## config.mk

```make
export PLATFORM = sky130hd
export DESIGN_NAME = mpa_reg_file
export DESIGN_NICKNAME = d
export VERILOG_FILES = /design/src/mpa_pkg.sv /design/src/mpa_reg_file.sv
export SDC_FILE = /design/constraint.sdc
export NUM_CORES = 2
export LEC_CHECK = 0
export BUFFER_PORTS_ARGS = -buffer_cell sky130_fd_sc_hd__buf_2
export CAP_MARGIN = 15
export CORE_MARGIN = 5
export CORE_UTILIZATION = 35
export DETAILED_ROUTE_END_ITERATION = 16
export GPL_TIMING_DRIVEN = 0
export PLACE_DENSITY = 0.59
export SYNTH_ARGS = -nofsm -noshare
export SYNTH_HDL_FRONTEND = slang
export SYNTH_SLANG_ARGS = --single-unit
```

## constraint.sdc

```tcl
create_clock -name mem_debug_clk_gate -period 3.36 [get_ports mem_debug_clk_gate]
set_input_delay 0.336 -clock mem_debug_clk_gate [delete_from_list [all_inputs] [get_ports mem_debug_clk_gate]]
set_output_delay 0.336 -clock mem_debug_clk_gate [all_outputs]
set_load 0.01 [all_outputs]
```

## src/mpa_pkg.sv

```systemverilog
package mpa_pkg;

    localparam int DATA_W = 32;

    typedef logic [DATA_W-1:0] word_t;
    typedef logic [DATA_W-1:0] instr_t;  // Kept apart from word_t so RAM payloads read clearly
    typedef logic [4:0]        reg_addr_t;

    localparam int IM_DEPTH  = 32;
    localparam int DM_DEPTH  = 32;
    localparam int IM_AW     = $clog2(IM_DEPTH);
    localparam int DM_AW     = $clog2(DM_DEPTH);
    localparam int REG_COUNT = 32;

    localparam word_t RESET_PC = '0;
    localparam word_t PC_STEP  = 4;

    // Opcode field, instr[31:26]
    localparam logic [5:0] OP_SPECIAL = 6'h00;
    localparam logic [5:0] OP_ADDIU   = 6'h09;
    localparam logic [5:0] OP_SLTI    = 6'h0a;
    localparam logic [5:0] OP_SLTIU   = 6'h0b;
    localparam logic [5:0] OP_ANDI    = 6'h0c;
    localparam logic [5:0] OP_ORI     = 6'h0d;
    localparam logic [5:0] OP_XORI    = 6'h0e;
    localparam logic [5:0] OP_LUI     = 6'h0f;
    localparam logic [5:0] OP_LW      = 6'h23;
    localparam logic [5:0] OP_SW      = 6'h2b;

    // Funct field of SPECIAL, instr[5:0]
    localparam logic [5:0] FN_SLL  = 6'h00;
    localparam logic [5:0] FN_SRL  = 6'h02;
    localparam logic [5:0] FN_ADDU = 6'h21;
    localparam logic [5:0] FN_SUBU = 6'h23;
    localparam logic [5:0] FN_AND  = 6'h24;
    localparam logic [5:0] FN_OR   = 6'h25;
    localparam logic [5:0] FN_XOR  = 6'h26;
    localparam logic [5:0] FN_NOR  = 6'h27;
    localparam logic [5:0] FN_SLT  = 6'h2a;
    localparam logic [5:0] FN_SLTU = 6'h2b;

    typedef enum logic [3:0] {
        ALU_ADD, ALU_SUB, ALU_AND, ALU_OR, ALU_XOR,
        ALU_NOR, ALU_SLL, ALU_SRL, ALU_SLT, ALU_SLTU
    } alu_op_e;

    typedef enum logic [1:0] {IMM_NONE, IMM_SIGN, IMM_ZERO} imm_ext_e;

    typedef enum logic [1:0] {WB_ALU, WB_MEM, WB_LUI} wb_sel_e;

    // debug_func codes, 0 selects nothing
    localparam logic [1:0] DBG_IM = 2'd1;
    localparam logic [1:0] DBG_DM = 2'd2;
    localparam logic [1:0] DBG_MR = 2'd3;

endpackage

```

## src/mpa_reg_file.sv

```systemverilog
`timescale 1ns/1ns

module mpa_reg_file import mpa_pkg::*; (
    input  logic      mem_debug_clk_gate,
    input  logic      HW_RSTn,
    input  reg_addr_t rs_addr,
    input  reg_addr_t rt_addr,
    input  reg_addr_t wr_addr,
    input  logic      wr_en,
    input  word_t     wr_data,
    output word_t     rs_data,
    output word_t     rt_data
);

    word_t regs [REG_COUNT];

    always_ff @(posedge mem_debug_clk_gate or negedge HW_RSTn) begin
        if (!HW_RSTn) begin
            for (int i = 0; i < REG_COUNT; i++) begin
                regs[i] <= '0;
            end
        end else if (wr_en && (wr_addr != '0)) begin
            regs[wr_addr] <= wr_data;
        end
    end

    // $zero reads as constant
    assign rs_data = (rs_addr == '0) ? '0 : regs[rs_addr];
    assign rt_data = (rt_addr == '0) ? '0 : regs[rt_addr];

endmodule

```

## Yosys cells after proc, flatten, opt, wreduce, memory -nomap -nowiden

Cells that the tools add are included.

| cells by class | value |
|---|---|
| multiplexer cells | 11 |
| bitwise operators | 3 |
| reductions and logical operators | 5 |
| order comparisons | 4 |

Operators by type and width:

| kind | count |
|---|---|
| bitwise mux 1024 bit | 1 |
| binary-select mux 32 bit (select 5 bit) | 2 |
| 2-to-1 mux 32 bit | 7 |
| demux 32 bit (select 5 bit) | 1 |
| greater-or-equal comparator 6 bit, second input constant | 3 |
| NOT 5 -> 6 bit | 3 |
| zero test 5 bit | 2 |
| < comparator 6 x 1 -> 1 bit, second input constant | 1 |
| nonzero test 5 bit | 1 |
| logical AND 1 bit | 2 |

| storage, ports and cells | value |
|---|---|
| register bits | 1,024 |
| logic and storage cells | 55 |

## Logic depth before layout (Yosys ltp)

| depth | value |
|---|---|
| depth after elaboration | 6 |
| depth in mapped cells | 7 |
| mapped depth without buffers | 4 |

## Least setup slack after synthesis

No wires, ideal clock.

| path | value |
|---|---|
| path type | input to output |
| start point | input port rs_addr[0] |
| end point | output port rs_data[0] |
| path slack | 1.248 ns |
| data arrival time | 1.776 ns |
| cell stages on the path | 7 |
| data required time | 3.024 ns |
| path buffers | 3 |
| cells stage by stage | buf_2 -> inv_1 -> buf_2 -> buf_2 -> nor2_1 -> a22oi_1 -> a311oi_1 |

| between the ends | value |
|---|---|
| word-level cells in the longest chain between the ends | 5 |

RTL lines:

| what | line | RTL |
|---|---|---|
| start, declared | mpa_reg_file.sv:6 | `input reg_addr_t rs_addr,` |
| NOT 5 -> 6 bit (not written as such) | mpa_reg_file.sv:28 | `assign rs_data = (rs_addr == '0) ? '0 : regs[rs_addr];` |
| binary-select mux 32 bit (select 5 bit) | mpa_reg_file.sv:28 |  |
| 2-to-1 mux 32 bit (not written as such) (2 in a row) | mpa_reg_file.sv:28 |  |
| 2-to-1 mux 32 bit * | mpa_reg_file.sv:28 |  |
| end, declared | mpa_reg_file.sv:11 | `output word_t rs_data,` |

Mark *: on every way between the ends. The rest lies on a longest branch, timed or not. The select of a mux whose other input is x is not followed.

## Worst setup path after layout

| path | value |
|---|---|
| start point | input port rt_addr[0] |
| end point | output port rt_data[20] |

| between the ends | value |
|---|---|
| word-level cells in the longest chain between the ends | 5 |

RTL lines:

| what | line | RTL |
|---|---|---|
| start, declared | mpa_reg_file.sv:7 | `input reg_addr_t rt_addr,` |
| NOT 5 -> 6 bit (not written as such) | mpa_reg_file.sv:29 | `assign rt_data = (rt_addr == '0) ? '0 : regs[rt_addr];` |
| binary-select mux 32 bit (select 5 bit) | mpa_reg_file.sv:29 |  |
| 2-to-1 mux 32 bit (not written as such) (2 in a row) | mpa_reg_file.sv:29 |  |
| 2-to-1 mux 32 bit * | mpa_reg_file.sv:29 |  |
| end, declared | mpa_reg_file.sv:12 | `output word_t rt_data` |

Marked as above.

==> results.toml <==
[status]
status = "finished with violations"
violations = "setup timing"

[final_layout]
final_cells = 6008
top_register = "regs"
final_util = 0.406
final_common_cell = "mux2_2"
top_regs = "regs x1024"
syn2layout_area_growth_pct = 15.2
n_fill_cell = 14322
nNetsFinal = 3913
drive_gt1_frac = 0.538
largest_reg_flops = 1024
final_cell_mix = "mux2_2, dfrtp_1, mux4_2"

[critical_path]
setup.worst_path.start_class = "input pin"
required_ps = 3020
crit_type = "input pin to output port"
ff2ff_path_depth = 1
worstSetupEndpoint = "rt_data[20]"
worstPathMaxFanout = 10
cp_common_cell = "buf_2"
critPathMaxStageDelay_ps = 670
worst_r2r_endpoint = "regs[549]$_DFFE_PN0P_"
rrSetupSlack_ps = 2540
crit_chain = "buf_2, buf_6, nor2_1, clkbuf_1, a221oi_1, o21ai_0, a311oi_2, buf_2"
critPathArrivalTime_ps = 3170
end_kind = "output port"
slowest_stage = "a311oi_2"
rr_startpoint = "regs[549]$_DFFE_PN0P_"
startpoint = "rt_addr[0]"

[grt]
grt_pass1_wl_um = 282000
grt_antenna_before_repair = 21
grt_max_degree = 165
grt_overflow = 0
grt_pass1_vias = 36945
globalRouteTotalUtil = 0.240

[timing]
rsz0062_at_grt = "true"
setup_viol = 19
min_period_over_period = 1.04
final.setup.worst_slack_ps = -148
relSlewSlack = 0.0705
hold_ws_ps = 59.1
period_minus_slack_ps = 3510
clock_skew_ps = 0
drv_slew = 0
hold_viol_final = 0
max_freq_mhz = 285
tightestPinTransition_ps = 1390

[clock_network]
clk_latency_ps = 730
path_clk_slew_ps = 60
htree_levels = 3
cts_buffers = 109
cts.sinks = 1024
cts_tree = "built"
ctsRootBufferMaster = "clkbuf_16"
cts_max_path_buffers = 3

[synthesis]
yosys_warnings = 0
seq_area_frac_synth = 0.471
syn-num-nets = 3671
synth_top_area_frac = 0.471
synth.ff_latch_count = 1024
netlist_area_sq_um = 54400
yosysTopAreaCell = "dfrtp_1"
synth_area_leaders = "dfrtp_1, mux2_2, mux4_2, mux2i_1, buf_2"
synthCells = 3621
syn_area_per_cell_sq_um = 15.0
synth_cell_type_count = 35

[power_and_ir_drop]
sequentialPowerShare = 0.437
p_clk_frac = 0.350
cellPowerDensity_nw_per_um2 = 600
p_sw_uw = 10700
peakVddDrop_v = 0.000392
switching_share = 0.285
p_int_uw = 26900
p_comb_frac = 0.213
cellLeakagePower_uw = 0.0266

[drt]
wire_per_inst_um = 33.1
drt-pass1-iter-count = 6
drt-total-wl_um = 199000
final_antenna_net_count = 0
num_vias = 36559
drcViolationCount = 0
via_per_inst = 6.09
drtIter0Drc = 3855

[die]
io_pins = 114
fp.coreArea_sq_um = 154000
fp.dieH_um = 404
die_area_sq_um = 163000
die_x_um = 404
start_util = 0.353
rows = 144

[run]
cap_violations = 0

[place]
place_inst = 5777
gp_congestion = 0.943
hpwl_um = 147000
io_buffer_count = 103

[hold_path]
min_path_type = "input pin to flop"
==> cells in the mapped netlist, drive strengths merged <==
cell type and instances:
inv 2, or2 2, nor3b 2, or3 3
dfrtp 1024, or4 2, mux4 448, and2 2
clkbuf 225, nor3 3, a22oi 64, a211oi 64
and3 1, nor2 19, nand2b 5, nand2 49
nand3 1, nor4 1, a311oi 64, mux2i 128
nand4 1, a221oi 46, mux2 1056, o2111ai 18
buf 207, nor2b 71, nand4b 3, o21ai 110
==> cell families (layout without fill, tap and decap cells) <==
kind of cell	count (synthesis)	in the layout	synth area share
mux	1632	1632	0.428
flops	1024	1024	0.471
buf+inv	434	767	0.0363
compound gates	366	366	0.0484
simple gates	165	165	0.0161
other cells	0	10	0
==> worst min path at each step <==
| stage | startpoint | to | slack, ps | depth (start not counted) |
|---|---|---|---|---|
| 5_1_grt | wr_data[3] | regs[3]$_DFFE_PN0P_ | 30 | 2 |
| 2_1_floorplan | HW_RSTn | regs[0]$_DFFE_PN0P_ | 40 | 0 |
| 6_report | wr_data[16] | regs[16]$_DFFE_PN0P_ | 60 | 2 |
| 4_1_cts | wr_data[3] | regs[3]$_DFFE_PN0P_ | 1 | 2 |
| 3_3_place_gp | regs[993]$_DFFE_PN0P_ | regs[993]$_DFFE_PN0P_ | 450 | 1 |
| 3_5_place_dp | HW_RSTn | regs[24]$_DFFE_PN0P_ | 310 | 1 |
==> final cells by class <==
cell class                 instances  area [sq um]  share of cell area
antenna                           10          25.0            0.000400
buffer                           430          2100              0.0336
tap                             2044          2560              0.0408
timing repair buffer             133           960              0.0153
multi-input combinational       2163         27500               0.438
clock buffer                     166          3360              0.0536
inverter                           2          7.51            0.000120
sequential                      1024         25600               0.409
clock inverter                    36           528             0.00843
==> metal layers <==
metal	global-route usage	wire [um]
met5	0	43
met4	0.0997	8910
met3	0.0607	17700
met2	0.362	88900
met1	0.332	83300
==> metrics by stage <==
| step | instance area (sq um) | power, uW | setup WS, ps | setup TNS, ps |
|---|---|---|---|---|
| 6_report | 62600 | 37600 | -148 | -933 |
| 5_1_grt | 62600 | 38900 | -2.48 | -2.48 |
| 4_1_cts | 62300 | 37500 | 2.15 | 0 |
| 3_5_place_dp | 57700 | 24200 | -1140 | -41840 |
| 3_3_place_gp | 57400 | 23900 | -21060 | - |
| 2_1_floorplan | 54400 | 21400 | 1250 | 0 |
==> repair_timing <==
| item | 4_1_cts | 5_1_grt |
|---|---|---|
| hold buffers | 21 | 0 |
| pin swaps | 4 | 4 |
| hold endpoints to repair | 108 | 0 |
| setup endpoints to repair | 64 | 32 |
| setup buffers | 0 | 0 |
| resized for setup | 131 | 55 |
==> critical path, delay by kind of cell <==
family / cells / cell delay, ps
buf+inv: 4 / 1200
simple gates: 1 / 220
compound gates: 3 / 1400
==> power by group through the flow <==
stage / Sequential (uW) / Clock, uW / Combinational, uW
global placement: 16400 / 0 / 7450
floorplan: 15900 / 0 / 5460
finish: 16400 / 13100 / 7990
global route: 16700 / 13800 / 8430
detailed placement: 16600 / 0 / 7630
CTS: 16300 / 13300 / 7820
(Power assumes the default switching activity.)
