--- config.mk ---
export PLATFORM = sky130hd
export DESIGN_NAME = mpa_fetch
export DESIGN_NICKNAME = d
export VERILOG_FILES = /design/src/mpa_pkg.sv /design/src/mpa_word_ram.sv /design/src/mpa_fetch.sv
export SDC_FILE = /design/constraint.sdc
export NUM_CORES = 1
export LEC_CHECK = 0
export BUFFER_PORTS_ARGS = -buffer_cell sky130_fd_sc_hd__buf_2
export CAP_MARGIN = 20
export CORE_MARGIN = 4
export CORE_UTILIZATION = 55
export CTS_CLUSTER_SIZE = 30
export DETAILED_ROUTE_END_ITERATION = 6
export PLACE_DENSITY = 0.71
export SLEW_MARGIN = 15
export SYNTH_ARGS = -nofsm -noshare
export SYNTH_HDL_FRONTEND = slang
export SYNTH_SLANG_ARGS = --single-unit
--- constraint.sdc ---
create_clock -name mem_debug_clk_gate -period 5.5 [get_ports mem_debug_clk_gate]
set_input_delay 1.65 -clock mem_debug_clk_gate [delete_from_list [all_inputs] [get_ports mem_debug_clk_gate]]
set_output_delay 1.65 -clock mem_debug_clk_gate [all_outputs]
set_load 0.005 [all_outputs]
--- src/mpa_pkg.sv ---
package mpa_pkg;

    localparam int DATA_W = 32;

    typedef logic [DATA_W-1:0] word_t;
    typedef logic [DATA_W-1:0] instr_t;  // Kept apart from word_t so RAM payloads read clearly
    typedef logic [4:0]        reg_addr_t;

    localparam int IM_DEPTH  = 32;
    localparam int DM_DEPTH  = 32;
    localparam int IM_AW     = $clog2(IM_DEPTH);
    localparam int DM_AW     = $clog2(DM_DEPTH);
    localparam int REG_COUNT = 32;

    localparam word_t RESET_PC = '0;
    localparam word_t PC_STEP  = 4;

    // Opcode field, instr[31:26]
    localparam logic [5:0] OP_SPECIAL = 6'h00;
    localparam logic [5:0] OP_ADDIU   = 6'h09;
    localparam logic [5:0] OP_SLTI    = 6'h0a;
    localparam logic [5:0] OP_SLTIU   = 6'h0b;
    localparam logic [5:0] OP_ANDI    = 6'h0c;
    localparam logic [5:0] OP_ORI     = 6'h0d;
    localparam logic [5:0] OP_XORI    = 6'h0e;
    localparam logic [5:0] OP_LUI     = 6'h0f;
    localparam logic [5:0] OP_LW      = 6'h23;
    localparam logic [5:0] OP_SW      = 6'h2b;

    // Funct field of SPECIAL, instr[5:0]
    localparam logic [5:0] FN_SLL  = 6'h00;
    localparam logic [5:0] FN_SRL  = 6'h02;
    localparam logic [5:0] FN_ADDU = 6'h21;
    localparam logic [5:0] FN_SUBU = 6'h23;
    localparam logic [5:0] FN_AND  = 6'h24;
    localparam logic [5:0] FN_OR   = 6'h25;
    localparam logic [5:0] FN_XOR  = 6'h26;
    localparam logic [5:0] FN_NOR  = 6'h27;
    localparam logic [5:0] FN_SLT  = 6'h2a;
    localparam logic [5:0] FN_SLTU = 6'h2b;

    typedef enum logic [3:0] {
        ALU_ADD, ALU_SUB, ALU_AND, ALU_OR, ALU_XOR,
        ALU_NOR, ALU_SLL, ALU_SRL, ALU_SLT, ALU_SLTU
    } alu_op_e;

    typedef enum logic [1:0] {IMM_NONE, IMM_SIGN, IMM_ZERO} imm_ext_e;

    typedef enum logic [1:0] {WB_ALU, WB_MEM, WB_LUI} wb_sel_e;

    // debug_func codes, 0 selects nothing
    localparam logic [1:0] DBG_IM = 2'd1;
    localparam logic [1:0] DBG_DM = 2'd2;
    localparam logic [1:0] DBG_MR = 2'd3;

endpackage

--- src/mpa_word_ram.sv ---
`timescale 1ns/1ns

module mpa_word_ram #(
    parameter type payload_t = logic [31:0],
    parameter int  DEPTH     = 32
) (
    input  logic                     mem_debug_clk_gate,
    input  logic                     we,
    input  logic [$clog2(DEPTH)-1:0] waddr,
    input  logic [$clog2(DEPTH)-1:0] raddr,
    input  payload_t                 wdata,
    output payload_t                 rdata
);

    payload_t mem [DEPTH];

    // Asynchronous read port
    assign rdata = mem[raddr];

    always_ff @(posedge mem_debug_clk_gate) begin
        if (we) begin
            mem[waddr] <= wdata;
        end
    end

    // Only matters for depths that are not a power of two
    a_waddr_in_range: assert property (
        @(posedge mem_debug_clk_gate) we |-> (int'(waddr) < DEPTH)
    ) else $error("word ram write index %0d beyond depth %0d", waddr, DEPTH);

endmodule

--- src/mpa_fetch.sv ---
`timescale 1ns/1ns

module mpa_fetch import mpa_pkg::*; (
    input  logic   mem_debug_clk_gate,
    input  logic   HW_RSTn,
    input  logic   mem_debug,
    input  logic   im_dbg_we,
    input  word_t  addr,
    input  word_t  din,
    output instr_t instr
);

    word_t            pc;
    logic [IM_AW-1:0] im_raddr;

    // PC parks at the reset address for the whole debug session
    always_ff @(posedge mem_debug_clk_gate or negedge HW_RSTn) begin
        if (!HW_RSTn) begin
            pc <= RESET_PC;
        end else if (mem_debug) begin
            pc <= RESET_PC;
        end else begin
            pc <= pc + PC_STEP;
        end
    end

    // Byte address to word index
    assign im_raddr = mem_debug ? addr[IM_AW+1:2] : pc[IM_AW+1:2];

    mpa_word_ram #(
        .payload_t (instr_t),
        .DEPTH     (IM_DEPTH)
    ) i_imem (
        .mem_debug_clk_gate (mem_debug_clk_gate),
        .we                 (im_dbg_we),           // Only the debug port loads programs
        .waddr              (addr[IM_AW+1:2]),
        .raddr              (im_raddr),
        .wdata              (instr_t'(din)),
        .rdata              (instr)
    );

endmodule

# ---- Word level (Yosys, flattened, before mapping)
# Memory sizes are Yosys's and may differ from the RTL's.
# Index checks and enable logic that the tools add are counted.
# W data, S select, Z words.
dict set report classes {
  addsub 1
  mux 4
}
# cell n
set op_table {}
lappend op_table {{$add A32 B3 Y32 const B} 1}
lappend op_table {{$mux W32} 1}
lappend op_table {{$mux W5} 1}
lappend op_table {{$mux W1} 2}
dict set report totals {
  register_bits 32
  ram_bits 1024
  in_bits 68
  word_cells 7
  mem_count 1
}
# memory words word_bits read_ports rd_ports_with_merged_regs write_ports line_no
set mem_list {}
lappend mem_list {i_imem.mem 32 32 1 0 1 mpa_word_ram.sv:15} ;# payload_t mem [DEPTH];

# ---- Logic depth before layout (Yosys ltp)
dict set report logic_depth {
  word_depth 2
  mapped_depth 10
}

# ---- Modules after synthesis
# From an unflattened synthesis, not the netlist that was laid out.
dict set report hier_totals {
  hier_cells 2254
  hier_area_um2 40119.7
}
# mod n_inst cells_per_inst area_each_um2
set modules_own_cells {}
lappend modules_own_cells {mpa_word_ram 1 2228 39844.5}
lappend modules_own_cells {mpa_fetch 1 26 275.3}

# ---- Worst setup path after synthesis
# Ideal clock, no wire load.
dict set report synth_timing {
  kind {in2out}
  start {input port mem_debug}
  end {output port instr[22]}
  arrival_time_ps 3468
  required_time_ps 3850
  path_slack_ps 382
  cell_stages 8
  n_path_buf 4
  path_cell_list {buf_6 > mux2_2 > buf_2 > buf_2 > clkbuf_1 > mux4_2 > a221oi_1 > a32oi_1}
}
dict set report synth_via {
  elab_chain_cells 2
}
# item line_no
set synth_rtl {}
lappend synth_rtl {{start, declared} mpa_fetch.sv:6} ;# input logic mem_debug,
lappend synth_rtl {{$mux W5} mpa_fetch.sv:28} ;# assign im_raddr = mem_debug ? addr[IM_AW+1:2] : pc[IM_AW+1:2];
lappend synth_rtl {{$mem_v2 Z32 W32} --}
lappend synth_rtl {{end, declared} mpa_fetch.sv:10} ;# output instr_t instr
# No other way between the ends.

# ---- Worst setup path after layout
dict set report layout_timing {
  start {input port mem_debug}
  end {output port instr[23]}
}
# Same word-level chain as after synthesis.

==> summary.md <==
| Metric | Value |
|---|---|
| Wire length of the first global-routing pass | 156000 um |
| Biggest fanout along the worst timing path | 10 |
| Areal power density over the cells | 346 nW/um^2 |
| Overall track demand over capacity in global routing | 0.257 |
| Area growth from synthesis to layout | 15.7% |
| Per-instance average area after synthesis | 17.7 um^2 |
| Die X | 284 um |
| Remaining Overflow, GRT | 0 |
| Ratio of cells with drive above 1 in the final layout | 0.245 |
| Total via count in the routed design | 24000 |
| Count of TritonRoute iterations in the first routing pass | 5 |
| R2R depth | 4 |
| Sort of element at the end of the critical path | primary output |
| Final clock period utilization by the worst path | 1.00 |
| Worst reg-to-reg setup slack | 3810 ps |
| Post-synth EDFFs | 1024 |
| Startpoint of the most critical hold path | pc[4] |
| Floorplan Core Area | 74800 um^2 |
| Buffer depth of the longest clock path | 3 |
| Worst Clk Skew | 3.05 ps |
| Number of primary I/O pins | 100 |
| Standby leakage power | 15.4 nW |
| Type of the most critical hold path | flop to flop |
| Count of port buffers added during placement | 72 |
| Relative slew slack | 0.397 |
| Required time of the critical path | 3850 ps |
| Endpoints failing hold | 0 |
| Async S/R FF share, synth | 0.00486 |
| Final setup vio count | 0 |
| Most common library cell in the layout ignoring fill and taps | edfxtp_1 |
| DRC violation count after routing | 0 |
| Clock insertion delay at the later pin of the skew report | 650 ps |
| Number of global-route vias before repair | 24200 |
| Total Nets Final | 2598 |
| Total chip power | 16.7 mW |
| Number of clock buffers inserted by TritonCTS | 99 |
| Routability congestion estimate from global placement | 0.838 |
| Clock period minus final worst setup slack | 5500 ps |
| Total standard cell area after synthesis | 41800 um^2 |
| Clock tree from TritonCTS | yes |
| Worst Hold Path Cells | 2 |
| Leading cell types in the layout, fill and taps excluded | edfxtp_1, a21oi_1, mux4_2 |
| Number of buffers inserted for hold repair after clock tree synthesis | 0 |
| Crit Reg-Reg Endpoint | pc[6] |
| Critical R2R Launch | pc[2] |
| Effective utilization at floorplan | 0.558 |
| Post-synth top flop | edfxtp_1 |
| Layout Cells excl Fill | 3581 |
| Antenna violations before repair | 7 |
| Final Routed Wirelength | 105000 um |
| RSZ-0062 raised after global routing | yes |
| Overall die height | 284 um |
| Placed wire-length estimate after detailed placement | 60100 um |
| Fillcell total | 4932 |
| Slew of the pin with the lowest slew margin | 902 ps |
| Cells after DPL | 3383 |
| Category of the most critical setup path | input pin to primary output |
| Hold-critical path endpoint | pc[4] |
| Final Max Slew Viols | 0 |
| Kind of start point of the critical path | input pin |
| Post-synthesis register bit count | 1029 |
| Area taken by multi-input logic gates | 10700 um^2 |
| Number of sinks on the clock net | 1029 |
| Yosys warns | 0 |
| Cell variety after synth | 51 |
| Full die area | 80400 um^2 |
| Total number of H-tree levels | 3 |
| Site Rows | 100 |
| MaxCap Viol Count | 0 |
| Initial detailed-routing violation count | 3119 |
| Clock transition at the register clock pins on the worst setup and hold paths after CTS | 60 ps |
| FMAX | 182 MHz |
| Synthesized netlist cell count | 2360 |
| Maximum resistive drop on vdd | 0.000219 V |
| Area used by sequential logic in the layout | 30900 um^2 |
| Net count of the mapped netlist | 2429 |
| Clock root buffer | clkbuf_16 |
| Outcome | completed |
| Pin count of the biggest net entering global routing | 94 |
| Sequential element share of the synthesized area | 0.739 |
| Arrival time of data at the critical path endpoint | 3850 ps |
| Vias per inst | 6.70 |
| DR WL/cell | 29.3 um |
| Residual antenna-violating net count after detailed routing | 0 |
-- cell usage after synthesis (11+ instances only) --
| cell type | number | area share |
|---|---|---|
| a221oi_1 | 21 | 0.0044 |
| nor2_1 | 40 | 0.0036 |
| a22oi_1 | 39 | 0.0070 |
| and3_1 | 19 | 0.0028 |
| clkbuf_1 | 114 | 0.010 |
| o311ai_0 | 19 | 0.0040 |
| mux4_2 | 168 | 0.091 |
| buf_1 | 17 | 0.0015 |
| a21oi_1 | 186 | 0.022 |
| o221ai_1 | 21 | 0.0044 |
| a32oi_1 | 14 | 0.0029 |
| edfxtp_1 | 1024 | 0.74 |
| o22ai_1 | 30 | 0.0045 |
| mux2i_1 | 80 | 0.019 |
| nand3b_1 | 12 | 0.0022 |
| nand2_1 | 128 | 0.012 |
| o22a_1 | 18 | 0.0038 |
| inv_1 | 13 | 0.0012 |
| o21ai_0 | 50 | 0.0060 |
| a22o_1 | 12 | 0.0025 |
| nand3_1 | 55 | 0.0066 |
| a21boi_0 | 94 | 0.017 |
| buf_6 | 12 | 0.0032 |
| buf_4 | 11 | 0.0020 |
| buf_2 | 23 | 0.0028 |
| a211oi_1 | 66 | 0.012 |
-- kinds of logic (layout without fill, tap and decap cells) --
kind of cell | Yosys count | after routing | share of synthesized area
AO/OA/AOI/OAI | 605 | 605 | 0.0967
XOR/XNOR | 3 | 3 | 0.000629
adder cells (fa/ha/maj) | 1 | 1 | 0.000300
buffers and inverters | 190 | 435 | 0.0209
flip-flops | 1029 | 1029 | 0.739
multiplexers | 251 | 253 | 0.111
other | 0 | 5 | 0
AND/OR/NAND/NOR | 281 | 281 | 0.0316
-- worst max-delay path, stage by stage --
cell and delay, ps:
clkbuf_16 160, buf_4 140, mux2_8 410, buf_12 180
buf_4 180, mux4_2 300, a22oi_2 250, nand3_2 150
and3_1 240, buf_2 160
-- worst max path at each step --
stage,startpoint,to,slack [ps],cells after the start
floorplan,mem_debug,instr[22],380,8
global placement,mem_debug,instr[22],-140,9
detailed placement,mem_debug,instr[22],-150,9
CTS,mem_debug,instr[17],-20,9
global route,mem_debug,instr[13],-50,10
finish,mem_debug,instr[23],2,10
-- registers in the layout (all words and copies together) (netlist names) --
name	count
i_imem.mem	1024
pc	5
-- cell type report --
type / instances / share of cell area
flip-flops and latches: 1029 / 0.639
well taps: 969 / 0.0251
multi-input cells: 1143 / 0.221
clock buffers: 125 / 0.0542
repair buffers: 243 / 0.0521
inverters: 13 / 0.00101
diodes: 5 / 0.000259
clock inverters: 54 / 0.00792
-- report_power, final --
group          switching (mW)  leakage, nW  internal (mW)
clock network            2.81         1.47           3.55
logic                   0.917         4.63          0.667
registers              0.0446         9.29           8.72
-- stage by stage --
step | util | cell area [um^2] | hold WS (ps) | setup TNS [ps] | setup WS [ps]
finish | 0.646 | 48300 | 814 | 0 | 1.67
global route | 0.646 | 48300 | 817 | -155 | -47.1
CTS | 0.641 | 47900 | 803 | -62.1 | -24.5
detailed placement | 0.598 | 44700 | 791 | -1240 | -148
global placement | 0.598 | 44700 | 751 | -1090 | -140
floorplan | - | 41800 | 580 | 0 | 382
-- routing by layer --
metal | global-route usage | up-vias | share of wire
li1 | - | 10100 | -
met1 | 0.354 | 12400 | 0.38
met2 | 0.422 | 1292 | 0.50
met3 | 0.0455 | 187 | 0.094
met4 | 0.0884 | 2 | 0.029
met5 | 0 | - | 0.00011
-- what timing repair did --
action | 4_1_cts | 5_1_grt
endpoints found under the hold margin | 0 | 0
setup buffers | 3 | 5
cloned | 2 | 4
endpoints found under the setup margin | 29 | 30
pin swaps | 4 | 19
resized for setup | 29 | 58
Power figures use the tool's default switching activity.
