<file path="src/mpa_pkg.sv">
package mpa_pkg;

    localparam int DATA_W = 32;

    typedef logic [DATA_W-1:0] word_t;
    typedef logic [DATA_W-1:0] instr_t;  // Kept apart from word_t so RAM payloads read clearly
    typedef logic [4:0]        reg_addr_t;

    localparam int IM_DEPTH  = 32;
    localparam int DM_DEPTH  = 32;
    localparam int IM_AW     = $clog2(IM_DEPTH);
    localparam int DM_AW     = $clog2(DM_DEPTH);
    localparam int REG_COUNT = 32;

    localparam word_t RESET_PC = '0;
    localparam word_t PC_STEP  = 4;

    // Opcode field, instr[31:26]
    localparam logic [5:0] OP_SPECIAL = 6'h00;
    localparam logic [5:0] OP_ADDIU   = 6'h09;
    localparam logic [5:0] OP_SLTI    = 6'h0a;
    localparam logic [5:0] OP_SLTIU   = 6'h0b;
    localparam logic [5:0] OP_ANDI    = 6'h0c;
    localparam logic [5:0] OP_ORI     = 6'h0d;
    localparam logic [5:0] OP_XORI    = 6'h0e;
    localparam logic [5:0] OP_LUI     = 6'h0f;
    localparam logic [5:0] OP_LW      = 6'h23;
    localparam logic [5:0] OP_SW      = 6'h2b;

    // Funct field of SPECIAL, instr[5:0]
    localparam logic [5:0] FN_SLL  = 6'h00;
    localparam logic [5:0] FN_SRL  = 6'h02;
    localparam logic [5:0] FN_ADDU = 6'h21;
    localparam logic [5:0] FN_SUBU = 6'h23;
    localparam logic [5:0] FN_AND  = 6'h24;
    localparam logic [5:0] FN_OR   = 6'h25;
    localparam logic [5:0] FN_XOR  = 6'h26;
    localparam logic [5:0] FN_NOR  = 6'h27;
    localparam logic [5:0] FN_SLT  = 6'h2a;
    localparam logic [5:0] FN_SLTU = 6'h2b;

    typedef enum logic [3:0] {
        ALU_ADD, ALU_SUB, ALU_AND, ALU_OR, ALU_XOR,
        ALU_NOR, ALU_SLL, ALU_SRL, ALU_SLT, ALU_SLTU
    } alu_op_e;

    typedef enum logic [1:0] {IMM_NONE, IMM_SIGN, IMM_ZERO} imm_ext_e;

    typedef enum logic [1:0] {WB_ALU, WB_MEM, WB_LUI} wb_sel_e;

    // debug_func codes, 0 selects nothing
    localparam logic [1:0] DBG_IM = 2'd1;
    localparam logic [1:0] DBG_DM = 2'd2;
    localparam logic [1:0] DBG_MR = 2'd3;

endpackage

</file>
<file path="src/mpa_execute.sv">
`timescale 1ns/1ns

module mpa_execute import mpa_pkg::*; (
    input  instr_t   instr,
    input  word_t    rs_data,
    input  word_t    rt_data,
    input  alu_op_e  alu_op,
    input  imm_ext_e imm_ext,
    input  logic     shift_sel,
    output word_t    alu_result
);

    word_t       op_a;
    word_t       op_b;
    logic [15:0] imm;
    logic [4:0]  shamt;

    assign imm   = instr[15:0];
    assign shamt = instr[10:6];

    // Operand A
    assign op_a = shift_sel ? {{(DATA_W-5){1'b0}}, shamt} : rs_data;

    // Operand B, register or extended immediate
    always_comb begin
        case (imm_ext)
            IMM_SIGN: op_b = {{(DATA_W-16){imm[15]}}, imm};
            IMM_ZERO: op_b = {{(DATA_W-16){1'b0}}, imm};
            default:  op_b = rt_data;
        endcase
    end

    always_comb begin
        case (alu_op)
            ALU_ADD: alu_result = op_a + op_b;
            ALU_SUB: alu_result = op_a - op_b;
            ALU_AND: alu_result = op_a & op_b;
            ALU_OR:  alu_result = op_a | op_b;
            ALU_XOR: alu_result = op_a ^ op_b;
            ALU_NOR: alu_result = ~(op_a | op_b);
            // Shift amount lives in A, value in B
            ALU_SLL: alu_result = op_b << op_a[4:0];
            ALU_SRL: alu_result = op_b >> op_a[4:0];
            ALU_SLT: begin
                alu_result = {{(DATA_W-1){1'b0}}, ($signed(op_a) < $signed(op_b))};
            end
            ALU_SLTU: begin
                alu_result = {{(DATA_W-1){1'b0}}, (op_a < op_b)};
            end
            default: alu_result = '0;
        endcase
    end

endmodule

</file>
<file path="config.mk">
export PLATFORM = sky130hd
export DESIGN_NAME = mpa_execute
export DESIGN_NICKNAME = d
export VERILOG_FILES = /design/src/mpa_pkg.sv /design/src/mpa_execute.sv
export SDC_FILE = /design/constraint.sdc
export NUM_CORES = 1
export LEC_CHECK = 0
export BUFFER_PORTS_ARGS = -buffer_cell sky130_fd_sc_hd__buf_2
export CORE_MARGIN = 8
export CORE_UTILIZATION = 30
export DETAILED_ROUTE_END_ITERATION = 6
export PLACE_DENSITY_LB_ADDON = 0.2
export SLEW_MARGIN = 25
export SYNTH_ARGS = -nofsm -noshare
export SYNTH_HDL_FRONTEND = slang
export SYNTH_SLANG_ARGS = --single-unit
</file>
<file path="constraint.sdc">
create_clock -name vclk -period 5.2
set_input_delay 0.26 -clock vclk [all_inputs]
set_output_delay 0.26 -clock vclk [all_outputs]
set_load 0.01 [all_outputs]
</file>
# Word-level counts from Yosys, hierarchy flattened
# Index checks and enable logic that the tools add are counted.
[totals]
reg_bits = 0
latch_bits = 0
mem_bits_rw = 0
rom_bits = 0
out_inout_bits = 32
wordCells = 25
mem_count = 0
[classes]
add_sub_neg = 2
multipliers = 0
n_div = 0
n_lt_le_gt_ge = 2
n_eq_ne = 11
shifts = 2
n_mux = 3
bitwise = 4
n_reduce_logical = 1
[op_table]
columns = ["op", "count"]
rows = [
  ["32-bit one-hot mux with 10 select lines", 1],
  ["32-bit < comparator", 2],
  ["32-bit one-hot mux with 2 select lines", 1],
  ["32-bit adder", 1],
  ["32-bit bitwise AND", 1],
  ["32-bit two-way mux", 1],
  ["32-bit NOT", 1],
  ["32-bit OR", 1],
  ["32-bit by 5-bit left shift with 32-bit output", 1],
  ["32-bit by 5-bit right shift with 32-bit output", 1],
  ["32-bit subtractor", 1],
  ["32-bit XOR", 1],
  ["4-bit by 3-bit equality test with 1-bit output (second input constant)", 4],
  ["4-bit by 2-bit equality test with 1-bit output (second input constant)", 2],
  ["4-bit equality test (second input constant)", 2],
  ["4-bit by 1-bit equality test with 1-bit output (second input constant)", 1],
  ["4-bit logical NOT", 1],
  ["2-bit by 1-bit equality test with 1-bit output (second input constant)", 1],
  ["2-bit equality test (second input constant)", 1],
]

# Longest topological paths before layout
# Gate-level depths: netlist (run 1).
[logic_depth]
ltp_word = 5
mapped_depth = 21
mapped_depth_nobuf = 17

# Worst setup path after synthesis (run 1)
# OpenSTA, ideal clock, no wires.
[synth_timing]
kind = "input-to-output"
start = "in shift_sel"
end = "out alu_result[0]"
arrival_ns = 4.509
path_slack_ns = 0.431
path_stages = 21
n_path_buf = 6
cell_sequence = "buf_4 mux2_4 inv_4 buf_6 buf_4 buf_4 buf_2 buf_2 ha_1 inv_1 fa_1 nor2b_1 o211a_1 or4b_1 a21boi_0 o21ai_0 o21a_1 a211o_1 xor2_1 a21oi_1 o21ai_0"
[synth_via]
elab_chain_len = 4
word_cells_on_any_way = 12
cone_classes = "2 x add/sub; 2 x order compare; 2 x shift; 2 x mux; 4 x bitwise"
[synth_rtl]
columns = ["element", "line_no", "text"]
rows = [
  ["start: declaration", "mpa_execute.sv:9", "input logic shift_sel,"],
  ["32-bit two-way mux (*)", "mpa_execute.sv:22", "assign op_a = shift_sel ? {{(DATA_W-5){1'b0}}, shamt} : rs_data;"],
  ["branches (longest 2 deep; another with 32-bit subtractor)", "--", ""],
  ["32-bit one-hot mux with 10 select lines (*)", "mpa_execute.sv:34", "case (alu_op)"],
  ["end: declaration", "mpa_execute.sv:10", "output word_t alu_result"],
]
# Every way passes the cells marked *.

# Worst setup path after layout (run 1)
[layout_timing]
start = "in imm_ext[0]"
end = "out alu_result[30]"
[layout_via]
elab_chain_len = 5
word_cells_on_any_way = 12
cone_classes = "2 x add/sub; 2 x eq/ne; 2 x shift; 2 x mux; 4 x bitwise"
[layout_rtl]
columns = ["element", "line_no", "text"]
rows = [
  ["start: declaration", "mpa_execute.sv:8", "input imm_ext_e imm_ext,"],
  ["2-bit equality test / 2-bit by 1-bit equality test with 1-bit output (equally long branches)", "mpa_execute.sv:26", "case (imm_ext)"],
  ["32-bit one-hot mux with 2 select lines (*)", "mpa_execute.sv:26", ""],
  ["branches (longest 2 deep; another with 32-bit subtractor)", "--", ""],
  ["32-bit one-hot mux with 10 select lines (*)", "mpa_execute.sv:34", ""],
]
# Marks and branches as above.

==> summary.md, run 1 <==
| Metric | Value |
|---|---|
| Worst-path maximum fanout | `47` |
| RSZ-0062 raised after global routing | `no` |
| Syn avg cell area | `6.21 um2` |
| CP top delay family | `compound AO/OA/AOI/OAI gates` |
| Hold WC Path Type | `in2out` |
| Layout cells sized above 1 | `16.5%` |
| Total congestion overflow | `0` |
| DRT iter0 DRCs | `1408` |
| Top cells by area, synth | `ha_1, o21ai_0, nand2_1, a21oi_1, nor2_1` |
| YS warnings | `0` |
| DIE HEIGHT | `189 um` |
| PnR worst setup slack | `191 ps` |
| Status | `finished clean` |
| Ant diodes | `0` |
| Fmax | `200 MHz` |
| FP Rows | `63` |
| Cell Chain, Critical Path | `buf_2 -> inv_1 -> ha_1 -> buf_12 -> inv_2 -> mux2_2 -> inv_1 -> ha_1 -> nand2b_1 -> a221oi_1 -> o311a_1 -> nand2_1 -> nor4b_2 -> o311ai_1 -> a221oi_2 -> o21ai_0 -> o21ai_0 -> a22o_1 -> buf_2` |
| Final worst path period share | `96.3%` |
| CP required | `4940 ps` |
| Clock buffers | `0` |
| Drt wl/cell | `25.4 um` |
| CP arrival | `4750 ps` |
| Worst IR Drop VDD | `0.0644 mV` |
| Filler cell count | `3412` |
| Seq cells | `0` |
| DR DRC count | `0` |
| Slew @ Worst Pin | `1020 ps` |
| CP endpoint kind | `primary output` |
| Max-slew violations | `0` |
| Slowest stage cell, crit path | `o311ai_1` |
| Via Count | `11700` |
| Sequential area share after synthesis | `0%` |
| WL final | `49.3 mm` |
| P&R area growth vs syn | `14.4%` |
| Post-CTS Hold Buffers | `0` |
| Number of global-route vias before repair | `11100` |
| Yosys top cell area share | `14.0%` |
| Synth area leader | `ha_1` |
| Hold_ws | `952 ps` |
| Antenna violations before repair | `3` |
| Overall power | `0.00163 W` |
| Final setup TNS | `0 ps` |
| Detail Route Antenna Nets | `0` |
| Worst path buffer plus inverter count | `6` |
| Max-cap violations | `0` |
| Vias per cell | `6.03` |
| # IOs | `135` |
| Power Density | `158 nW/um2` |
| First-pass GRT wire length | `72.4 mm` |
| Die area | `35900 um2` |
| CP startpoint kind | `input pin` |
| Port Buffers | `119` |
| Yosys cell types | `75` |
| Largest net degree at the start of global routing | `77` |
| DP Worst Slack | `267 ps` |
| Synthesized netlist cell count | `1453` |
| Routability Congestion | `1.00` |
| DP Wirelength | `40.4 mm` |
| Tmin final | `5010 ps` |
| Initial Util | `30.5%` |
| Final Util | `34.8%` |
| Max-slew headroom | `31.1%` |
| Die Wd | `189 um` |
| Cell area after synthesis | `9020 um2` |
| Mapped Nets | `1659` |
| CP peak stage delay | `620 ps` |
| Gr usage total | `25.9%` |
| Final setup fails | `0` |
| First-pass DRT Iterations | `7` |
| Fin. Hold Viols | `0` |
| Lkg Pwr | `4.64 nW` |
| Core area | `29600 um2` |
| Nets | `1754` |
| Worst setup path category | `in2out` |
| FF+latch area | `0 um2` |
==> placed cells by master, fill, tap and decap left out, types with 43 or more instances in the layout <==
cell type and count:
nand2_1 172, nor2_1 160, o21ai_0 159, a21oi_1 124
buf_2 119, ha_1 100, inv_1 94, buf_4 88
mux2i_1 52, o211ai_1 45, nand2b_1 43
==> final cells by class <==
type	instances	area (um2)	share of cell area [%]
multi-input combinational	1239	8190	79.3
timing repair buffer	208	1280	12.4
tap	390	488	4.73
inverter	99	374	3.62
==> repair_timing <==
item,in CTS,in global routing
gates resized for setup,0,4
setup endpoints to repair,0,4
setup buffers,0,0
endpoints found under the hold margin,0,0
==> per-layer routing <==
layer	GRT usage [%]	vias to the layer above	wire length (um)
met5	0	-	0
met4	10.6	0	2340
met3	2.19	100	3070
met2	42.7	544	22700
met1	34.0	5515	21200
li1	-	5518	-
==> stage by stage <==
| step | cells | instance area (um2) |
|---|---|---|
| detailed placement | 1936 | 10300 |
| CTS | 1936 | 10300 |
| finish | 1936 | 10300 |
| global route | 1936 | 10300 |
| global placement | 1936 | 10300 |
| floorplan | 1453 | 9020 |
==> cell usage after synthesis, types with 4 or more instances <==
master and instances:
inv_1 95, o211a_1 4, o22ai_1 9, a21o_1 11, a22o_1 6, buf_1 13, xnor2_1 10, nand3_1 32
o21ai_0 160, o21a_1 14, a311oi_1 6, nand4_1 4, buf_2 32, o221ai_1 15, and2_1 7, a221oi_1 34
a211oi_1 21, or4_1 4, mux2_2 15, a221o_1 14, o31ai_1 10, a22oi_1 8, o211ai_1 45, nand2_1 172
ha_1 101, nand2b_1 43, mux4_2 8, nor3_1 21, mux2i_1 53, clkbuf_1 63, or3_1 7, nor4_1 9
o32ai_1 4, and3_1 8, buf_4 5, o21ai_1 5, a21boi_0 5, a211o_1 4, a21oi_1 125, nor2b_1 7
o21bai_1 15, a31oi_1 12, nor2_1 161, o2111ai_1 8
==> logic make-up (layout without fill, tap and decap cells) <==
kind of cell	after synthesis	after routing	synth area share, %
adders and majority gates	103	103	14.4
xor gates and xnor gates	11	11	1.07
muxes	77	77	9.91
buffers and inverters	214	307	9.75
and+or+nand+nor	484	484	23.9
AOI/OAI and AO/OA	564	564	40.9
==> final timing paths <==
kind / slack [ps] / to / depth (start not counted) / start
max: 190 / alu_result[30] / 19 / imm_ext[0]
min: 950 / alu_result[0] / 4 / alu_op[3]
==> power by group <==
group / internal, W / switching [W]
clock network: 0 / 0
registers: 0 / 0
logic: 0.000562 / 0.00107
total: 0.000562 / 0.00107
Power figures use the tool's default switching activity.
==> inputs of run 2 (changes only) <==
Clock period 5.2 ns to 6.1 ns, I/O delays scaled along.
==> run 2 against run 1 <==
Compared with the run above: non-clock buffer count down 44; clock-buffer cell count stayed put; die area did not move; design area fell by 3.4%; first-iteration DRC count fell by 9.9%; wire length decreased by 5.0%; total power down 19%; combinational power fell by 19%; critical endpoint is now alu_result[23].
==> summary.md, run 2 (synthesis results as in run 1) <==
| Metric | Value |
|---|---|
| Status | `finished clean` |
| Sw Ratio | `66.6% (+1.1 points)` |
| Filler cell count | `3408 (-0.12%)` |
| Drt wl/cell | `24.7 um (-2.8%)` |
| Clock buffers | `0 (unchanged)` |
| Worst-path maximum fanout | `13 (-72%)` |
| Gr usage total | `24.5% (-1.3 points)` |
| Logic pwr share | `100.0% (about the same)` |
| Hold depth | `4 (unchanged)` |
| Design Area, Final | `9980 um2 (-3.4%)` |
| Seq cells | `0 (unchanged)` |
| Via Count | `11600 (-0.98%)` |
| Clock power share | `0% (unchanged)` |
| Commonest non-fill, non-tap cell in the layout | `nand2_1` |
| Initial Util | `30.5% (unchanged)` |
| Commonest cells after routing, fill and taps aside | `nand2_1, o21ai_0, nor2_1, a21oi_1, buf_2` |
| Core area | `29600 um2 (unchanged)` |
| Port Buffers | `119 (unchanged)` |
| First-pass GRT wire length | `69.3 mm (-4.3%)` |
| Slew @ Worst Pin | `901 ps (-121 ps)` |
| CP endpoint kind | `primary output` |
| DIE HEIGHT | `189 um (unchanged)` |
| CP top delay family | `compound AO/OA/AOI/OAI gates` |
| Int Power | `0.000441 W (-22%)` |
| Nets | `1710 (-2.5%)` |
| Layout cells sized above 1 | `13.9% (-2.6 points)` |
| Max-slew violations | `0 (unchanged)` |
| Power Density | `132 nW/um2 (-16%)` |
| Antenna violations before repair | `0 (-3)` |
| Cell Chain, Critical Path | `buf_2 -> inv_1 -> ha_1 -> buf_4 -> o21ai_0 -> inv_1 -> ha_1 -> inv_1 -> o311a_1 -> o21ai_0 -> a21oi_1 -> a21oi_1 -> o211ai_1 -> a21boi_0 -> o2111ai_1 -> a22o_1 -> a221o_1 -> buf_2` |
| Lkg Pwr | `4.42 nW (-4.7%)` |
| Die area | `35900 um2 (unchanged)` |
| Final worst path period share | `89.1%` |
| Detail Route Antenna Nets | `0 (unchanged)` |
| Routability Congestion | `1.01 (+0.87%)` |
| Sequential Power Share | `0% (unchanged)` |
| # IOs | `135 (unchanged)` |
| FP Rows | `63 (unchanged)` |
| Number of global-route vias before repair | `10900 (-2.2%)` |
| Post-CTS Hold Buffers | `0 (unchanged)` |
| Worst path buffer plus inverter count | `6 (unchanged)` |
| Net Sw Power | `0.000880 W (-18%)` |
| WL final | `46.8 mm (-5.0%)` |
| Tmin final | `5430 ps` |
| Largest net degree at the start of global routing | `62 (-19%)` |
| DP Wirelength | `37.7 mm (-6.8%)` |
| Ant diodes | `0 (unchanged)` |
| Hold WC Path Type | `in2out` |
| RSZ-0062 raised after global routing | `no` |
| Vias per cell | `6.11 (+1.3%)` |
| Die Wd | `189 um (unchanged)` |
| CP startpoint kind | `input pin` |
| Post-CTS setup buffers | `0 (unchanged)` |
| DR DRC count | `0 (unchanged)` |
| Slowest stage cell, crit path | `o21ai_0` |
| Max-slew headroom | `39.8% (+8.7 points)` |
| Final setup fails | `0 (unchanged)` |
| CP peak stage delay | `550 ps (-70 ps)` |
| CP arrival | `5130 ps (+380 ps)` |
| Final setup TNS | `0 ps (unchanged)` |
| Fin. Hold Viols | `0 (unchanged)` |
| Resized Gates After CTS | `0 (unchanged)` |
| Worst setup path category | `in2out` |
| P&R area growth vs syn | `10.6%` |
| FF+latch area | `0 um2 (unchanged)` |
| Worst path most repeated cell | `inv_1` |
| First-pass DRT Iterations | `5 (-2)` |
| Placed inst area | `9980 um2 (-3.3%)` |
| Total congestion overflow | `0 (unchanged)` |
| Worst IR Drop VDD | `0.0655 mV (+1.6%)` |
| Worst min-delay path startpoint | `alu_op[3]` |
| DRT iter0 DRCs | `1269 (-9.9%)` |
| Max-cap violations | `0 (unchanged)` |
| Fmax | `184 MHz` |
| CP required | `5790 ps (+850 ps)` |
| Worst Hold End | `alu_result[0]` |
run 2: cell count changes in the layout (fill, tap and decap cells not counted):
cell / change
o311ai_1: -1
ha_2: -1
a21oi_2: -1
o21ai_1: -1
ha_1: +1
buf_4: -43
o311ai_0: +1
a21oi_1: +1
buf_12: -1
o21ai_0: +1
run 2: how the worst max path moves through the flow:
stage	start	to	slack, ps	cells after the start
after floorplan	shift_sel	alu_result[0]	1240	21
final	imm_ext[0]	alu_result[23]	670	18
after global placement	imm_ext[0]	alu_result[23]	840	18
after detailed placement	imm_ext[0]	alu_result[23]	800	18
after global routing	imm_ext[0]	alu_result[23]	340	18
after CTS	imm_ext[0]	alu_result[23]	790	18
run 2: metrics by stage:
| stage | hold WS (ps) | std cells | util (%) | setup WS [ps] | power (W) |
|---|---|---|---|---|---|
| 4_1_cts | 1060 | 1892 | 33.7 | 789 | 0.00129 |
| 3_3_place_gp | 1050 | 1892 | 33.7 | 839 | 0.00129 |
| 2_1_floorplan | 954 | 1453 | - | 1240 | 0.000845 |
| 3_5_place_dp | 1060 | 1892 | 33.7 | 802 | 0.00129 |
| 6_report | 1060 | 1892 | 33.7 | 668 | 0.00132 |
| 5_1_grt | 1120 | 1892 | 33.7 | 342 | 0.00142 |
run 2: cell type report:
cell class	instances	area [um2]	area share (%)
inverters	99	374	3.75
multi-input cells	1239	8180	82.0
well taps	390	488	4.89
repair buffers	164	933	9.36
run 2: power groups by stage:
stage               Combinational [W]  Sequential (W)  Clock, W
floorplan                    0.000845               0         0
global placement              0.00129               0         0
detailed placement            0.00129               0         0
CTS                           0.00129               0         0
global route                  0.00142               0         0
finish                        0.00132               0         0
run 2: layer usage:
layer	routed length, um	GRT usage (%)
met5	0	0
met3	3320	2.37
met4	2200	9.92
met2	21400	40.3
met1	19900	32.4
